**config.mk**
```make
export PLATFORM = sky130hd
export DESIGN_NAME = mem_bus_arbiter
export DESIGN_NICKNAME = d
export VERILOG_FILES = /design/src/mem_bus_pkg.sv /design/src/mem_bus_arbiter.sv
export SDC_FILE = /design/constraint.sdc
export NUM_CORES = 1
export LEC_CHECK = 0
export ABC_AREA = 1
export BUFFER_PORTS_ARGS = -buffer_cell sky130_fd_sc_hd__buf_2
export CELL_PAD_IN_SITES_DETAIL_PLACEMENT = 1
export CELL_PAD_IN_SITES_GLOBAL_PLACEMENT = 1
export CORE_MARGIN = 2
export CORE_UTILIZATION = 29
export DETAILED_ROUTE_END_ITERATION = 16
export PLACE_DENSITY_LB_ADDON = 0.1
export SYNTH_ARGS = -nofsm -noshare
export SYNTH_HDL_FRONTEND = slang
export SYNTH_SLANG_ARGS = --single-unit
```
**constraint.sdc**
```tcl
create_clock -name clk -period 3.54 [get_ports clk]
set_input_delay 0.708 -clock clk [delete_from_list [all_inputs] [get_ports clk]]
set_output_delay 0.708 -clock clk [all_outputs]
set_load 0.01 [all_outputs]
```
**src/mem_bus_pkg.sv**
```systemverilog
package mem_bus_pkg;

    // bus widths shared by the arbiter, the SRAM and the testbench
    localparam int ADDR_W = 32;
    localparam int DATA_W = 32;

    // word address, one unit per data word
    typedef logic [ADDR_W-1:0] addr_t;

    // data word on both request and response
    typedef logic [DATA_W-1:0] word_t;

    // resp_error encoding
    // an access at or above the SRAM depth reports RESP_ERR,
    // and a write to such an address is dropped
    localparam logic RESP_OK  = 1'b0;
    localparam logic RESP_ERR = 1'b1;

endpackage

```
**src/mem_bus_arbiter.sv**
```systemverilog
`timescale 1ns/1ps

module mem_bus_arbiter
    import mem_bus_pkg::*;
#(
    parameter int unsigned IBURST_MAX = 8
) (
    input  logic  clk,
    input  logic  rst_n,

    // instruction port
    input  logic  i_req_valid,
    output logic  i_req_ready,
    input  addr_t i_req_addr,
    input  logic  i_req_wen,
    input  word_t i_req_wdata,
    output logic  i_resp_valid,
    output addr_t i_resp_addr,
    output word_t i_resp_rdata,
    output logic  i_resp_error,

    // data port
    input  logic  d_req_valid,
    output logic  d_req_ready,
    input  addr_t d_req_addr,
    input  logic  d_req_wen,
    input  word_t d_req_wdata,
    output logic  d_resp_valid,
    output addr_t d_resp_addr,
    output word_t d_resp_rdata,
    output logic  d_resp_error,

    // memory port
    output logic  mem_req_valid,
    input  logic  mem_req_ready,
    output addr_t mem_req_addr,
    output logic  mem_req_wen,
    output word_t mem_req_wdata,
    input  logic  mem_resp_valid,
    input  word_t mem_resp_rdata,
    input  logic  mem_resp_error
);

    localparam int RUN_W = $clog2(IBURST_MAX + 1);

    typedef enum logic [2:0] {
        I_CHECK,
        I_WAIT_READY,
        I_WAIT_RESP,
        D_CHECK,
        D_WAIT_READY,
        D_WAIT_RESP
    } state_t;

    state_t           state;
    logic [RUN_W-1:0] run_cnt;

    // held copy of the request taken in each check state
    addr_t s_i_addr;
    logic  s_i_wen;
    word_t s_i_wdata;
    addr_t s_d_addr;
    logic  s_d_wen;
    word_t s_d_wdata;

    assign i_req_ready = (state == I_CHECK);
    assign d_req_ready = (state == D_CHECK);

    // check states pass the port straight through, wait states replay the copy
    always_comb begin
        mem_req_valid = 1'b0;
        mem_req_addr  = '0;
        mem_req_wen   = 1'b0;
        mem_req_wdata = '0;
        case (state)
            I_CHECK: begin
                mem_req_valid = i_req_valid;
                mem_req_addr  = i_req_addr;
                mem_req_wen   = i_req_wen;
                mem_req_wdata = i_req_wdata;
            end
            I_WAIT_READY: begin
                mem_req_valid = 1'b1;
                mem_req_addr  = s_i_addr;
                mem_req_wen   = s_i_wen;
                mem_req_wdata = s_i_wdata;
            end
            D_CHECK: begin
                mem_req_valid = d_req_valid;
                mem_req_addr  = d_req_addr;
                mem_req_wen   = d_req_wen;
                mem_req_wdata = d_req_wdata;
            end
            D_WAIT_READY: begin
                mem_req_valid = 1'b1;
                mem_req_addr  = s_d_addr;
                mem_req_wen   = s_d_wen;
                mem_req_wdata = s_d_wdata;
            end
            default: begin
                mem_req_valid = 1'b0;
            end
        endcase
    end

    // response goes back to whichever port owns the transaction
    assign i_resp_valid = (state == I_WAIT_RESP) && mem_resp_valid;
    assign i_resp_addr  = s_i_addr;
    assign i_resp_rdata = mem_resp_rdata;
    assign i_resp_error = mem_resp_error;

    assign d_resp_valid = (state == D_WAIT_RESP) && mem_resp_valid;
    assign d_resp_addr  = s_d_addr;
    assign d_resp_rdata = mem_resp_rdata;
    assign d_resp_error = mem_resp_error;

    // request copies
    always_ff @(posedge clk) begin
        if (state == I_CHECK) begin
            s_i_addr  <= i_req_addr;
            s_i_wen   <= i_req_wen;
            s_i_wdata <= i_req_wdata;
        end
        if (state == D_CHECK) begin
            s_d_addr  <= d_req_addr;
            s_d_wen   <= d_req_wen;
            s_d_wdata <= d_req_wdata;
        end
    end

    always_ff @(posedge clk) begin
        if (!rst_n) begin
            state   <= I_CHECK;
            run_cnt <= '0;
        end else begin
            case (state)
                I_CHECK: begin
                    if (!i_req_valid) begin
                        state <= D_CHECK;
                    end else if (!mem_req_ready) begin
                        state <= I_WAIT_READY;
                    end else begin
                        state <= I_WAIT_RESP;
                    end
                end
                I_WAIT_READY: begin
                    if (mem_req_ready) begin
                        state <= I_WAIT_RESP;
                    end
                end
                I_WAIT_RESP: begin
                    if (mem_resp_valid) begin
                        run_cnt <= run_cnt + 1'b1;
                        // data gets the next turn once the instruction run is complete
                        if (run_cnt == RUN_W'(IBURST_MAX - 1)) begin
                            state <= D_CHECK;
                        end else begin
                            state <= I_CHECK;
                        end
                    end
                end
                D_CHECK: begin
                    run_cnt <= '0;
                    if (!d_req_valid) begin
                        state <= I_CHECK;
                    end else if (!mem_req_ready) begin
                        state <= D_WAIT_READY;
                    end else begin
                        state <= D_WAIT_RESP;
                    end
                end
                D_WAIT_READY: begin
                    if (mem_req_ready) begin
                        state <= D_WAIT_RESP;
                    end
                end
                D_WAIT_RESP: begin
                    if (mem_resp_valid) begin
                        state <= I_CHECK;
                    end
                end
                default: begin
                    state <= I_CHECK;
                end
            endcase
        end
    end

endmodule

```
==> results of run 1 <==
## final timing paths
check	cells past startpoint	endpoint	slack (ns)	start
max reg2reg	6	run_cnt[0]	1.43	state[2]
min	1	d_resp_addr[3]	0.48	d_req_addr[3]
min reg2reg	2	run_cnt[2]	0.49	run_cnt[2]
max	7	mem_req_addr[30]	0.40	state[0]
## kinds of logic after synthesis
kind of cell / Yosys count
AO/OA/AOI/OAI: 74
adder cells (fa/ha/maj): 1
buffers and inverters: 180
flip-flops: 137
AND/OR/NAND/NOR: 241
## layout make-up
class | instances | area (um^2)
diodes | 3 | 7.507
well taps | 285 | 356.6
multi-input cells | 316 | 1653
fillers | 2595 | 14200
inverters | 78 | 295.3
clock inverters | 14 | 155.1
repair buffers | 276 | 1436
flip-flops and latches | 137 | 4045
clock buffers | 17 | 425.4
## state kept, by name, summed over array words and instances, names as in the netlist
name	count
d_resp_addr	32
i_resp_addr	32
s_i_wdata	32
run_cnt	4
s_d_wdata	32
s_i_wen	1
s_d_wen	1
state	3
## worst max-delay path: cells and delay by family, from the launching register on
| kind | cells | cell delay, ns |
|---|---|---|
| buffers and inverters | 3 | 1.15 |
| AND/OR/NAND/NOR | 3 | 0.30 |
| AO/OA/AOI/OAI | 1 | 0.11 |
| flip-flops | 1 | 0.38 |
## synthesized netlist by cell type (2+ instances only)
cell / count / share of area, %
buf_2: 10 / 0.75
dfxtp_1: 7 / 2.1
nor2_1: 12 / 0.68
nand3_2: 2 / 0.30
nand2_1: 151 / 8.5
edfxtp_1: 130 / 59
o21ai_0: 3 / 0.23
a21oi_1: 5 / 0.38
nand3_1: 72 / 5.4
nor2_2: 3 / 0.28
o2111ai_1: 65 / 8.6
inv_1: 75 / 4.2
buf_4: 70 / 7.9
clkbuf_1: 21 / 1.2
inv_2: 3 / 0.17
## cells in the final DEF, fill, tap and decap left out, drive strengths merged
master | netlist | layout
nand2 | 151 | 151
edfxtp | 130 | 130
o2111ai | 65 | 65
ha | 1 | 1
diode | 0 | 3
clkinvlp | 0 | 1
inv | 78 | 80
clkinv | 0 | 8
buf | 81 | 276
nor3 | 1 | 1
o21ai | 4 | 4
bufinv | 0 | 3
a21oi | 5 | 5
dfxtp | 7 | 7
nand3 | 74 | 74
clkbuf | 21 | 17
nor2 | 15 | 15
## power by group
part	total, mW	internal, mW	switching (mW)
Clock	1.78	1.10	0.685
Sequential	2.43	2.28	0.145
Combinational	2.51	0.816	1.69
## routing by layer
layer | vias to the layer above | track usage [%]
met2 | 235 | 31.51
li1 | 2542 | -
met5 | - | 0
met3 | 34 | 4.290
met1 | 2595 | 20.02
met4 | 2 | 7.514
## metrics by stage
stage                     hold WS (ns)  instances
after floorplan                 0.4473        633
after global placement          0.4576       1092
after detailed placement        0.4776       1092
after CTS                       0.4541       1123
after global routing            0.4539       1126
final                           0.4773       1126
==> metrics.md, run 1 <==
| Metric | Value |
|---|---|
| Max Cap Violations | `0` |
| Total GRT Usage | `between 10% and 20%` |
| Worst setup SP type | `flop` |
| Clock latency on the worst-skew pair | `0.42 ns` |
| Post-synth ARST share | `0%` |
| Crit path max fanout | `75` |
| P_leak | `3.599 nW` |
| First drt pass iteration count | `4` |
| Max_slew headroom | `35.87%` |
| DIE AREA | `0.02412 mm^2` |
| IO Port Bufs | `269` |
| Setup TNS | `0 ns` |
| Setup violators final | `0` |
| Synth Instances | `633` |
| Design area | `0.008374 mm^2` |
| DR vias | `between 5000 and 6000` |
| Number of synthesized register bits | `137` |
| Nets | `roughly 1000` |
| Clock Path Buffers | `2` |
| Clock skew | `between 0.006 and 0.007 ns` |
| Number of global-route vias before repair | `about 5700` |
| Cell area after synthesis | `0.006638 mm^2` |
| Share of cells above drive strength 1 | `a little under two fifths` |
| Post-synthesis mux area share | `0%` |
| Tot Pwr | `6.715 mW` |
| Detailed-route DRC error count | `0` |
| Final hold vios | `0` |
| Status | `finished clean` |
| Placed cell area | `0.007786 mm^2` |
| Crit-path slowest cell | `inv_4` |
| Syn avg cell area | `10.49 um^2` |
| Pins Over Slew Limit | `0` |
| Root buf cell | `clkbuf_16` |
| Crit Path Class | `flop to output pin` |
| Met1 WL | `~8600 um` |
| Count of flip-flops with a built-in enable after synthesis | `130` |
| Total Wirelength | `21910 um` |
| Worst Tran Pin Value | `0.9620 ns` |
| Max Clock Freq | `318.3 MHz` |
| Worst setup EP type | `output pin` |
| Gr ovfl total | `0` |
| CTS tree | `built` |
| Syn. warnings | `0` |
| Initial antenna violation count | `4` |
| Seq/Total Area, Yosys | `between 60% and 70%` |
| Pin count of the biggest net entering global routing | `100` |
| Initial Util | `around 29%` |
| Ys flop type | `edfxtp_1` |
| Sink Count | `~140` |
| Syn Nets | `roughly 800` |
| WL/cell | `19.45 um` |
| Chip width | `155.3 um` |
| Crit-path cells | `nor2_4 -> nand2_1 -> inv_4 -> buf_12 -> nand2_1 -> o2111ai_1 -> buf_2` |
| Post-cts hold buffer count | `0` |
| DR iter-0 viols | `353` |
| Simple-gate share of the synthesized area | `15.31%` |
| Setup Fix Bufs, Post-CTS | `0` |
| Reg clk slew, reported paths | `around 0.060 ns` |
| VDD IR max | `0.0004237 V` |
| Global-route wire length before repair | `32300 um` |
| Core area | `0.02257 mm^2` |
| Worst Path Arrival | `around 2.4 ns` |
| Top sig layer | `met5` |
| WP data required | `roughly 2.8 ns` |
| Routed Antenna Nets | `0` |
| Combinational family with the most area after synthesis | `simple AND/OR/NAND/NOR gates` |
| Crit-path max cell delay | `0.62 ns` |
| RSZ-0062 raised after global routing | `no` |
| Synth Area in Adders | `0.1885%` |
| H-tree depth | `4` |
| HPWL after DPL | `between 15000 and 20000 um` |
| Pre-CTS setup slack | `0.7800 ns` |
| Hold Crit Class | `input port to flop` |
| Synth Area in Compound Gates | `9.255%` |
| CP most frequent cell | `nand2_1` |
| Final Util | `37.10%` |
| Post-cts resize count | `0` |
| Final worst slack | `0.3979 ns` |
| IO Pins | `369` |
| Met3 WL | `between 1000 and 1500 um` |
| Synth Area in XOR/XNOR | `0%` |
| Met2 WL | `11350 um` |
| Die Height | `between 150 and 200 um` |
| Area grow syn2layout | `26.16%` |
| Final period utilization | `88.76%` |
| Detail-routed via count per cell | `~4.8` |
| Number of distinct library cells after synthesis | `19` |
| Min Tclk post-route | `3.142 ns` |
| Gpl congestion | `~0.76` |
| Total CTS buffers | `17` |
| Rows | `55` |
| PwrDens | `801.8 mW/mm^2` |
No activity file was read; power rests on OpenSTA's default activity.
==> run 2: changes to the inputs <==
--- a/config.mk
+++ b/config.mk
@@ -12,3 +12,3 @@
 export CORE_MARGIN = 2
-export CORE_UTILIZATION = 29
+export CORE_UTILIZATION = 32
 export DETAILED_ROUTE_END_ITERATION = 16
==> constraint.sdc (replaced) <==
create_clock -name clk -period 3.2 [get_ports clk]
set_input_delay 0.32 -clock clk [delete_from_list [all_inputs] [get_ports clk]]
set_output_delay 0.32 -clock clk [all_outputs]
set_load 0.01 [all_outputs]
==> run 2 against run 1 <==
Against the previous run: register-to-register slack worse by 0.19 ns; sequential power up 11%; cell count decreased by 1.1%; critical path type unchanged; sequential share of layout area is 0.24 points lower; largest power group unchanged; highest routed layer unchanged.
==> metrics.md, run 2 (same netlist as run 1, synthesis figures left out) <==
| Metric | Value |
|---|---|
| Status | `finished clean (unchanged)` |
| Number of global-route vias before repair | `5832 (was 5697)` |
| Min Tclk post-route | `roughly 2.6 ns` |
| Root buf cell | `clkbuf_16 (unchanged)` |
| Routed Antenna Nets | `0 (unchanged)` |
| Max Clock Freq | `~380 MHz` |
| WL/cell | `19.16 um (was 19.45 um)` |
| Crit Path Class | `flop to output pin (unchanged)` |
| PwrDens | `897.2 mW/mm^2 (was 801.8 mW/mm^2)` |
| Reg clk slew, reported paths | `0.07 ns (was 0.06 ns)` |
| Max_slew headroom | `41.89% (was 35.87%)` |
| Gr ovfl total | `0 (unchanged)` |
| Setup Fix Bufs, Post-CTS | `0 (unchanged)` |
| First drt pass iteration count | `4 (unchanged)` |
| Initial antenna violation count | `6 (was 4)` |
| Chip width | `148.0 um (was 155.3 um)` |
| CTS tree | `built (unchanged)` |
| GR met2 Demand/Resource | `33.52% (was 31.51%)` |
| Clock Path Buffers | `2 (unchanged)` |
| Crit-path slowest cell | `inv_4 (unchanged)` |
| Worst setup EP type | `output pin (unchanged)` |
| Global-route wire length before repair | `32340 um (was 32300 um)` |
| Worst Path Arrival | `2.31 ns (was 2.43 ns)` |
| Nets | `998 (was 996)` |
| Final period utilization | `82.03%` |
| DR iter-0 viols | `200 (was 353)` |
| Total GRT Usage | `19.22% (was 17.60%)` |
| Total Wirelength | `21350 um (was 21910 um)` |
| Crit path max fanout | `62 (was 75)` |
| Hold slack | `0.08847 ns (was 0.4773 ns)` |
| RSZ-0062 raised after global routing | `no (unchanged)` |
| WP data required | `2.88 ns (was 2.83 ns)` |
| GR peak layer | `met2 (unchanged)` |
| Post-cts hold buffer count | `0 (unchanged)` |
| P_leak | `3.621 nW (was 3.599 nW)` |
| Top cell family by delay on the critical path | `buffers and inverters (unchanged)` |
| Core area | `0.02030 mm^2 (was 0.02257 mm^2)` |
| Die Height | `148.0 um (was 155.3 um)` |
| Gpl congestion | `0.8301 (was 0.7593)` |
| Fillers | `2389 (was 2595)` |
| Total CTS buffers | `17 (unchanged)` |
| Met1 Use GR | `22.13% (was 20.02%)` |
| Area grow syn2layout | `26.79% (was 26.16%)` |
| Detail-routed via count per cell | `4.926 (was 4.803)` |
| Commonest non-fill, non-tap cell in the layout | `buf_2 (unchanged)` |
| Setup violators final | `0 (unchanged)` |
| Met3 usage | `6.543% (was 4.290%)` |
| IO Port Bufs | `269 (unchanged)` |
| Sink Count | `137 (unchanged)` |
| Pre-CTS setup slack | `1.003 ns (was 0.7800 ns)` |
| HPWL after DPL | `15180 um (was 15170 um)` |
| Setup TNS | `0 ns (unchanged)` |
| Hold depth | `1 (unchanged)` |
| Worst Tran Pin Value | `0.8716 ns (was 0.9620 ns)` |
| VDD IR max | `0.0003486 V (was 0.0004237 V)` |
| IO Pins | `369 (unchanged)` |
| DIE AREA | `0.02191 mm^2 (was 0.02412 mm^2)` |
| Final worst slack | `0.5750 ns (was 0.3979 ns)` |
| Clock skew | `0.01024 ns (was 0.006624 ns)` |
| H-tree depth | `4 (unchanged)` |
| Initial Util | `32.70% (was 29.41%)` |
| CP most frequent cell | `nand2_1 (unchanged)` |
| Crit. path cell count | `7 (unchanged)` |
| Share of cells above drive strength 1 | `37.81% (was 37.35%)` |
| Pin count of the biggest net entering global routing | `108 (was 100)` |
| R2R depth | `9 (was 6)` |
| Crit-path max cell delay | `0.52 ns (was 0.62 ns)` |
| Most frequent cells in the layout | `buf_2 (269), nand2_1 (151), edfxtp_1 (130) (unchanged)` |
| Pins Over Slew Limit | `0 (unchanged)` |
| Rows | `52 (was 55)` |
| DR vias | `5488 (was 5408)` |
| Hold Crit Class | `input port to flop (unchanged)` |
| Crit-path cells | `nor2_4 -> nand2_1 -> inv_4 -> buf_4 -> nand2_1 -> o2111ai_1 -> buf_2 (was nor2_4 -> nand2_1 -> inv_4 -> buf_12 -> nand2_1 -> o2111ai_1 -> buf_2)` |
| Clock latency on the worst-skew pair | `0.42 ns (about the same)` |
| WP buf/inv | `3 (unchanged)` |
| Post-cts resize count | `0 (unchanged)` |
| Tot Pwr | `7.550 mW (was 6.715 mW)` |
| Final hold vios | `0 (unchanged)` |
| Worst setup SP type | `flop (unchanged)` |
| Max Cap Violations | `0 (unchanged)` |
| Detailed-route DRC error count | `0 (unchanged)` |
## run 2: cell count changes in the layout (fill, tap and decap cells not counted)
cell / previous run / this run
clkinv_1: 3 / 0
bufinv_16: 3 / 4
clkbuf_1: 0 / 1
clkinvlp_4: 1 / 3
clkinv_2: 4 / 2
buf_4: 4 / 6
clkinv_4: 1 / 3
## run 2: metrics by stage
step | utilization, % | instances | instance area, um^2
after CTS | 41.42 | 1111 | 8408
final | 41.46 | 1114 | 8416
after global placement | 38.34 | 1079 | 7782
after floorplan | - | 633 | 6639
after global routing | 41.46 | 1114 | 8416
after detailed placement | 38.34 | 1079 | 7782
## run 2: where the power goes
group	switching, mW	total (mW)	internal (mW)
clock network	0.787	2.10	1.31
registers	0.167	2.69	2.52
logic	1.85	2.76	0.911
## run 2: path summary, 6_finish.rpt
kind | start | slack [ns] | to
setup / recovery | state[1] | 0.57 | mem_req_addr[14]
hold / removal | d_req_addr[31] | 0.09 | d_resp_addr[31]
setup reg to reg | state[1] | 1.24 | state[1]
hold reg to reg | run_cnt[0] | 0.48 | run_cnt[0]
## run 2: final cells by class
cell class	instances	area (um^2)	share of cell area, %
timing repair buffer	278	1451	17.25
sequential	137	4045	48.07
clock inverter	14	196.4	2.334
multi-input combinational	316	1653	19.64
tap	270	337.8	4.014
antenna	3	7.507	0.08921
clock buffer	18	429.2	5.100
inverter	78	295.3	3.509
## run 2: layer usage
metal  vias up  share of wire (%)
met5         -               0.12
met1      2658                 40
li1       2547                  -
met2       246                 50
met3        33                7.5
met4         4                2.5
==> run 3: changes to the inputs <==
clock period = 2.7 ns   (was 3.2 ns; I/O delays follow)
==> run 3 against run 2 <==
Against the previous run: worst setup slack got worse by 0.41 ns; critical path type unchanged; via count increased by 0.33%; worst hold slack got worse by 0.049 ns; non-clock buffer count increased by 1; total power increased by 18%; sequential cell count unchanged; largest cell class unchanged; clock skew increased by 0.0018 ns; register-to-register slack got worse by 0.54 ns; sequential share of layout area about the same; clock power increased by 12%; die area unchanged; wire length decreased by 0.12%.
==> metrics.md, run 3 (same netlist as run 1, synthesis figures left out) <==
| Metric | Value |
|---|---|
| Setup Fix Bufs, Post-CTS | `0 (unchanged)` |
| DIE AREA | `0.02191 mm^2 (unchanged)` |
| Max Cap Violations | `0 (unchanged)` |
| Total GRT Usage | `18.89% (was 19.22%)` |
| First drt pass iteration count | `4 (unchanged)` |
| Net switching power | `3.326 mW (was 2.808 mW)` |
| Reg power frac | `35.7% (was 35.6%)` |
| Setup violators final | `0 (unchanged)` |
| H-tree depth | `4 (unchanged)` |
| Worst Hold End | `s_d_wdata[7] (was d_resp_addr[31])` |
| Pins Over Slew Limit | `0 (unchanged)` |
| Tot Pwr | `8.887 mW (was 7.550 mW)` |
| Final Util | `41.44% (was 41.46%)` |
| Design area | `0.008412 mm^2 (was 0.008416 mm^2)` |
| Worst setup EP type | `output pin (unchanged)` |
| Max_slew headroom | `39.91% (was 41.89%)` |
| Commonest non-fill, non-tap cell in the layout | `buf_2 (unchanged)` |
| Hold depth | `1 (unchanged)` |
| Min Tclk post-route | `2.539 ns` |
| Most frequent cells in the layout | `buf_2 (269), nand2_1 (151), edfxtp_1 (130) (unchanged)` |
| Final period utilization | `94.03%` |
| Rows | `52 (unchanged)` |
| Placed cell area | `0.007815 mm^2 (was 0.007782 mm^2)` |
| DR vias | `5506 (was 5488)` |
| Area grow syn2layout | `26.73% (was 26.79%)` |
| IO Port Bufs | `269 (unchanged)` |
| Comb pwr share | `37.9% (was 36.6%)` |
| Gr ovfl total | `0 (unchanged)` |
| WL/cell | `19.10 um (was 19.16 um)` |
| CTS tree | `built (unchanged)` |
| VDD IR max | `0.0004918 V (was 0.0003486 V)` |
| Hold Startpoint | `d_req_wdata[7] (was d_req_addr[31])` |
| Worst Tran Pin Value | `0.9014 ns (was 0.8716 ns)` |
| Post-cts resize count | `0 (unchanged)` |
| Chip width | `148.0 um (unchanged)` |
| Global-route wire length before repair | `31860 um (was 32340 um)` |
| Total CTS buffers | `17 (unchanged)` |
| Reg2reg start | `state[1] (unchanged)` |
| Hold Crit Class | `input port to flop (unchanged)` |
| FF/Latch Area | `0.004045 mm^2 (unchanged)` |
| PwrDens | `1056 mW/mm^2 (was 897.2 mW/mm^2)` |
| Clock latency on the worst-skew pair | `0.42 ns (about the same)` |
| Initial antenna violation count | `4 (was 6)` |
| Initial Util | `32.70% (unchanged)` |
| Critical path origin | `state[0] (was state[1])` |
| Crit path max fanout | `21 (was 62)` |
| HPWL after DPL | `15100 um (was 15180 um)` |
| R2R depth | `9 (unchanged)` |
| Worst Path Arrival | `2.27 ns (was 2.31 ns)` |
| Net Sw Frac | `37.42% (was 37.20%)` |
| Total Wirelength | `21320 um (was 21350 um)` |
| Max Clock Freq | `393.9 MHz` |
| Die Height | `148.0 um (unchanged)` |
| Nets | `999 (was 998)` |
| Sink Count | `137 (unchanged)` |
| Pin count of the biggest net entering global routing | `86 (was 108)` |
| Reg clk slew, reported paths | `0.06 ns (was 0.07 ns)` |
| Share of cells above drive strength 1 | `37.65% (was 37.81%)` |
| Detailed-route DRC error count | `0 (unchanged)` |
| Clock skew | `0.01205 ns (was 0.01024 ns)` |
| DR iter-0 viols | `221 (was 200)` |
| Footprint of the multi-input gates | `0.001653 mm^2 (unchanged)` |
| Pint | `5.561 mW (was 4.742 mW)` |
| FF-to-FF End | `state[1] (unchanged)` |
| Gpl congestion | `0.7896 (was 0.8301)` |
| Number of global-route vias before repair | `5656 (was 5832)` |
| Worst setup SP type | `flop (unchanged)` |
| Status | `finished clean (unchanged)` |
| P_leak | `3.619 nW (was 3.621 nW)` |
| Core area | `0.02030 mm^2 (unchanged)` |
| Fillers | `2375 (was 2389)` |
| Detail-routed via count per cell | `4.934 (was 4.926)` |
| Routed Antenna Nets | `0 (unchanged)` |
| WP data required | `2.43 ns (was 2.88 ns)` |
| Clock Path Buffers | `2 (unchanged)` |
| Crit Path Class | `flop to output pin (unchanged)` |
| Reg2reg setup slack | `0.70 ns (was 1.24 ns)` |
| Clock group share of total power | `26.4% (was 27.8%)` |
| Post-cts hold buffer count | `0 (unchanged)` |
| Setup TNS | `0 ns (unchanged)` |
| RSZ-0062 raised after global routing | `no (unchanged)` |
| Root buf cell | `clkbuf_16 (unchanged)` |
| IO Pins | `369 (unchanged)` |
| Final hold vios | `0 (unchanged)` |
[run 3: cell count changes in the layout (fill, tap and decap cells not counted), sizes merged]
cell and change:
diode +1, buf +1, inv -1, bufinv -1, clkbuf +2
[run 3: per-layer routing]
metal  GRT usage [%]  up-vias  wire length [um]
met3           4.506       32              1459
met5               0        -                 0
met1           22.43     2672              8347
met2           32.71      250             10950
met4           8.048        0               567
li1                -     2552                 -
[run 3: worst max path at each step]
stage	endpoint	slack (ns)	cells past startpoint
2_1_floorplan	mem_req_addr[25]	0.51	6
3_3_place_gp	mem_req_wdata[31]	0.58	4
3_5_place_dp	mem_req_wdata[31]	0.55	4
4_1_cts	mem_req_addr[13]	0.1	4
5_1_grt	mem_req_wdata[2]	0.002	4
6_report	mem_req_wdata[31]	0.16	4
[run 3: metrics by stage]
stage | worst slack (ns) | hold slack, ns | std cells
after global routing | 0.001741 | 0.02354 | 1116
after CTS | 0.09681 | 0.02013 | 1112
final | 0.1611 | 0.03991 | 1116
after global placement | 0.5829 | 0.4585 | 1080
after floorplan | 0.5109 | 0.3689 | 633
after detailed placement | 0.5479 | 0.4632 | 1080
[run 3: power by group through the flow]
stage | sequential, mW | clock, mW | combinational [mW]
6_report | 3.17 | 2.35 | 3.37
5_1_grt | 3.24 | 2.50 | 3.70
4_1_cts | 3.18 | 2.42 | 3.46
3_5_place_dp | 3.22 | 0 | 3.45
3_3_place_gp | 3.19 | 0 | 3.40
2_1_floorplan | 3.32 | 0 | 1.85
[run 3: worst max-delay path: stages, from the launching register on]
cell and delay, ns:
dfxtp_1 0.46, nand3_2 0.54, buf_12 0.39, o2111ai_1 0.27, buf_2 0.19
[run 3: final cells by class]
type | instances | share of cell area, %
clock inverters | 12 | 1.785
clock buffers | 20 | 5.191
flip-flops and latches | 137 | 48.09
repair buffers | 279 | 17.64
diodes | 4 | 0.1190
multi-input cells | 316 | 19.65
inverters | 78 | 3.510
well taps | 270 | 4.016
